File: config.mk
export PLATFORM = sky130hd
export DESIGN_NAME = argMax
export DESIGN_NICKNAME = d
export VERILOG_FILES = /design/src/logic/mlpPkg.sv /design/src/logic/argMax.sv
export SDC_FILE = /design/constraint.sdc
export NUM_CORES = 1
export LEC_CHECK = 0
export BUFFER_PORTS_ARGS = -buffer_cell sky130_fd_sc_hd__clkbuf_2
export CAP_MARGIN = 20
export CORE_MARGIN = 5
export CORE_UTILIZATION = 45
export CTS_CLUSTER_DIAMETER = 40
export DETAILED_ROUTE_END_ITERATION = 7
export GPL_TIMING_DRIVEN = 0
export PLACE_DENSITY = 0.82
export SLEW_MARGIN = 10
export SYNTH_ARGS = -nofsm -noshare
export SYNTH_HDL_FRONTEND = slang
export SYNTH_SLANG_ARGS = --single-unit
export TNS_END_PERCENT = 30
File: constraint.sdc
create_clock -name clk -period 4.93 [get_ports clk]
set_input_delay 0 -clock clk [delete_from_list [all_inputs] [get_ports clk]]
set_output_delay 0 -clock clk [all_outputs]
set_load 0.03 [all_outputs]
File: src/logic/mlpPkg.sv
package mlpPkg;

	// value widths and layer sizes.
	localparam int dataWidth = 16;
	localparam int numInputs = 15;
	localparam int numHidden = 4;
	localparam int numOutputs = 3;

	// one fixed-point value, two's complement, wraps on overflow.
	typedef logic [dataWidth-1:0] fixT;

	typedef fixT [0:numInputs-1] featureVecT;
	typedef fixT [0:numHidden-1] hiddenVecT;
	typedef fixT [0:numOutputs-1] scoreVecT;

	typedef logic [1:0] classT; // index of the winning output.

	// weight tables, one row per neuron.
	typedef fixT [0:numHidden-1][0:numInputs-1] hiddenTableT;
	typedef fixT [0:numOutputs-1][0:numHidden-1] outputTableT;

	// hidden layer, neuron 0 is the original trained node.
	localparam hiddenTableT hiddenWeights = '{
		'{
			16'sd939, -16'sd30, 16'sd594, -16'sd107, 16'sd135,
			-16'sd341, 16'sd834, 16'sd41, -16'sd6, 16'sd388,
			16'sd866, 16'sd206, -16'sd42, -16'sd98, -16'sd36
		},
		'{
			16'sd120, 16'sd455, -16'sd210, 16'sd77, 16'sd310,
			-16'sd95, 16'sd18, 16'sd260, -16'sd400, 16'sd55,
			16'sd130, -16'sd12, 16'sd600, 16'sd44, -16'sd180
		},
		'{
			-16'sd250, 16'sd80, 16'sd144, 16'sd512, -16'sd33,
			16'sd201, -16'sd77, 16'sd390, 16'sd66, -16'sd310,
			16'sd25, 16'sd470, 16'sd9, -16'sd140, 16'sd222
		},
		'{
			16'sd61, -16'sd500, 16'sd303, 16'sd29, -16'sd88,
			16'sd415, 16'sd150, -16'sd64, 16'sd277, 16'sd12,
			-16'sd199, 16'sd87, 16'sd340, 16'sd505, 16'sd7
		}
	};

	localparam hiddenVecT hiddenBias = '{
		16'sd88,
		-16'sd50,
		16'sd120,
		16'sd16
	};

	// output layer, one row per class.
	localparam outputTableT outputWeights = '{
		'{16'sd210, -16'sd45, 16'sd130, 16'sd88},
		'{-16'sd60, 16'sd175, 16'sd95, -16'sd20},
		'{16'sd140, 16'sd60, -16'sd110, 16'sd190}
	};

	localparam scoreVecT outputBias = '{
		16'sd40,
		16'sd15,
		-16'sd25
	};

endpackage

File: src/logic/argMax.sv
`timescale 1ns/1ns

// picks the largest score, compared unsigned.
module argMax #(
	parameter int width = mlpPkg::numOutputs
) (
	input logic clk,
	input logic reset,
	input mlpPkg::scoreVecT scores,
	output mlpPkg::classT classIdx,
	output mlpPkg::fixT classScore
);

	typedef struct packed {
		mlpPkg::classT idx;
		mlpPkg::fixT score;
	} winnerT;

	winnerT best;
	winnerT bestReg;

	// strict compare keeps the lowest index on a tie.
	always_comb
	begin
		best.idx = '0;
		best.score = scores[0];
		for (int i = 1; i < width; i++)
		begin
			if (scores[i] > best.score)
			begin
				best.idx = mlpPkg::classT'(i);
				best.score = scores[i];
			end
		end
	end

	always_ff @(posedge clk)
	begin
		if (reset)
		begin
			bestReg <= '0;
		end
		else
		begin
			bestReg <= best;
		end
	end

	assign classIdx = bestReg.idx;
	assign classScore = bestReg.score;

endmodule

==> flow_metrics.env <==
export IMPL_fin_util_pct=63.43
export IMPL_p_clk_share_pct=17.4
export IMPL_synthFlopType="dfxtp_1"
export IMPL_p_int_uw=308.8
export IMPL_dr_pass1_iters=4
export IMPL_overflow=0
export IMPL_antenna_left=0
export IMPL_setup_ws_ns=1.337
export IMPL_via_per_inst=5.058
export IMPL_clockRootBuffer="clkbuf_4"
export IMPL_layout_drive_gt1_share_pct=31.30
export IMPL_layout_commonest_cell="clkbuf_2"
export IMPL_pwr_share_comb_pct=47.7
export IMPL_num_vias=1477
export IMPL_io_pins=68
export IMPL_drv_slew=0
export IMPL_antenna_found_initial=0
export IMPL_io_buffer_count=67
export IMPL_nets=329
export IMPL_ys_ff_latch=18
export IMPL_crit_path_end_kind="flip-flop"
export IMPL_start_util_pct=45.49
export IMPL_hp_class="input pin to flip-flop"
export IMPL_first_global_vias=1401
export IMPL_ys_types=32
export IMPL_tightest_slew_ns=0.5829
export IMPL_irDropWorstVdd_v=0.00009498
export IMPL_min_period_ns=3.593
export IMPL_p_seq_share_pct=34.9
export IMPL_die_y_um=67.62
export IMPL_cts_resized=0
export IMPL_fp_dieW_um=67.62
export IMPL_h_tree_depth=1
export IMPL_layout_common_cells="clkbuf_2 (67), ha_1 (32), inv_1 (19), dfxtp_1 (18), dlygate4sd3_1 (16)"
export IMPL_grt_max_degree=11
export IMPL_drv_cap=0
export IMPL_path_clk_slew_ns=0.09
export IMPL_postCtsSetupBuffers=0
export IMPL_grt_usage_pct=16.69
export IMPL_switching_share_pct=37.67
export IMPL_tns_ns=0
export IMPL_wire_per_inst_um=13.03
export IMPL_cts_buffer_depth=2
export IMPL_dp_slack_ns=1.039
export IMPL_startpoint_type="input pin"
export IMPL_netlist_instances=159
export IMPL_cp_data_arrival_time_ns=3.81
export IMPL_syn_area_per_cell_um2=9.396
export IMPL_grt_pass1_wl_um=5899
export IMPL_syn_nets=241
export IMPL_syn2layout_area_growth_pct=39.45
export IMPL_dp_cells=272
export IMPL_ys_async_sr_fraction_pct=0
export IMPL_die_area_um2=4572
export IMPL_routabilityCongestion=0.7953
export IMPL_post_route_drc_count=0
export IMPL_yosysWarnings=0
export IMPL_cellLeakagePower_uw=0.001086
export IMPL_hold_viol=0
export IMPL_final_cells=292
export IMPL_post_dp_cell_area_um2=1887
export IMPL_slew_headroom_pct=61.14
export IMPL_num_rows=21
export IMPL_rsz0062_at_grt="false"
export IMPL_n_antenna_cell=0
export IMPL_status="complete, no violations"
export IMPL_power_switching_uw=186.6
export IMPL_finish_instance_area_um2=2083
export IMPL_drt_total_wl_um=3804
export IMPL_coreArea_um2=3284
export IMPL_cts_sinks=18
export IMPL_critPathLaunch="scores[47]"
export IMPL_fmax_ghz=0.2783
export IMPL_dp_hpwl_um=3132
export IMPL_initialDrtViolationCount=64
export IMPL_cp_required_ns=5.15
export IMPL_worstPathMaxFanout=10
export IMPL_fin_crit_sh_pct=72.88
export IMPL_synth_edf_count=0
export IMPL_critical_path_class="input pin to flip-flop"
export IMPL_cts_buffers=3
export IMPL_syn_area_um2=1494
export IMPL_cts_tree="yes"
export IMPL_finalSetupViolations=0
export IMPL_power_density_nw_per_um2=237.8
export IMPL_yosysSeqAreaShare_pct=24.12
export IMPL_min_delay_start="scores[43]"
-- power by group through the flow --
stage / clock [µW] / combinational (µW) / sequential (µW)
6_report: 86.1 / 236 / 173
5_1_grt: 91.7 / 260 / 175
4_1_cts: 88.4 / 236 / 173
3_5_place_dp: 0 / 225 / 177
3_3_place_gp: 0 / 221 / 176
2_1_floorplan: 0 / 107 / 223
-- area by class of cell --
| class | instances | area [µm²] |
|---|---|---|
| plain buffers | 3 | 22.52 |
| clock buffers | 4 | 36.28 |
| fillers | 269 | 1201 |
| inverters | 19 | 71.32 |
| multi-input cells | 119 | 1040 |
| flip-flops and latches | 18 | 360.3 |
| well taps | 46 | 57.56 |
| repair buffers | 83 | 495.5 |
-- path summary, 6_finish.rpt --
kind | endpoint | slack, ns | cells after the start
max | classScore[1] | 1.34 | 17
min | classScore[11] | 0.04 | 3
-- logic make-up after synthesis --
kind of cell             count (synthesis)  share of synthesized area [%]
AO/OA/AOI/OAI                           40                          20.18
adder cells (fa/ha/maj)                 32                          26.80
AND/OR/NAND/NOR                         31                          11.81
buffers and inverters                   22                          6.281
flip-flops                              18                          24.12
multiplexers                            16                          10.80
-- cell usage after synthesis, types with 2 or more instances --
master / number / area, µm²
nor3_1: 2 / 10.01
o2bb2ai_1: 14 / 122.6
and2_1: 2 / 12.51
a21oi_1: 12 / 60.06
clkbuf_1: 2 / 7.510
inv_1: 19 / 71.32
nand4_1: 6 / 37.54
ha_1: 32 / 400.4
nor2_1: 4 / 15.01
o21ai_0: 3 / 15.01
a21o_1: 2 / 15.01
mux2i_1: 15 / 150.1
nand2_1: 7 / 26.28
nand3_1: 3 / 15.01
dfxtp_1: 18 / 360.4
a21boi_0: 2 / 15.01
-- worst max-delay path, stage by stage --
cell	delay [ns]
clkbuf_2	0.08
inv_1	0.03
ha_1	0.32
nand4_2	0.17
nor3_1	0.23
o21ai_0	0.18
a31oi_4	0.44
buf_8	0.21
mux2i_1	0.34
ha_1	0.31
nand4_1	0.12
nor2_1	0.06
nand2_1	0.08
o311ai_1	0.13
a21oi_1	0.52
clkbuf_1	0.41
o2bb2ai_1	0.17
-- routing by layer --
metal | part of all wire (%) | global-route usage (%) | routed length (µm)
met1 | 41 | 20.75 | 1546
met4 | 2.5 | 7.342 | 95
met3 | 4.8 | 1.664 | 182
met2 | 52 | 28.80 | 1981
met5 | 0 | 0 | 0
-- stage by stage --
step | hold WS (ns) | total power, µW
2_1_floorplan | 0.1077 | 329.9
3_3_place_gp | 0.2271 | 396.4
3_5_place_dp | 0.2271 | 401.9
4_1_cts | 0.03197 | 497.8
5_1_grt | 0.05535 | 526.6
6_report | 0.03684 | 495.4
-- sequential cells by signal, summed over array words and instances (netlist names) --
signal	count
classIdx	2
classScore	16
-- repair_timing --
action	CTS	global route
hold endpoints to repair	16	0
hold buffers	16	0
endpoints found under the setup margin	0	0
No activity file was read; power rests on OpenSTA's default activity.
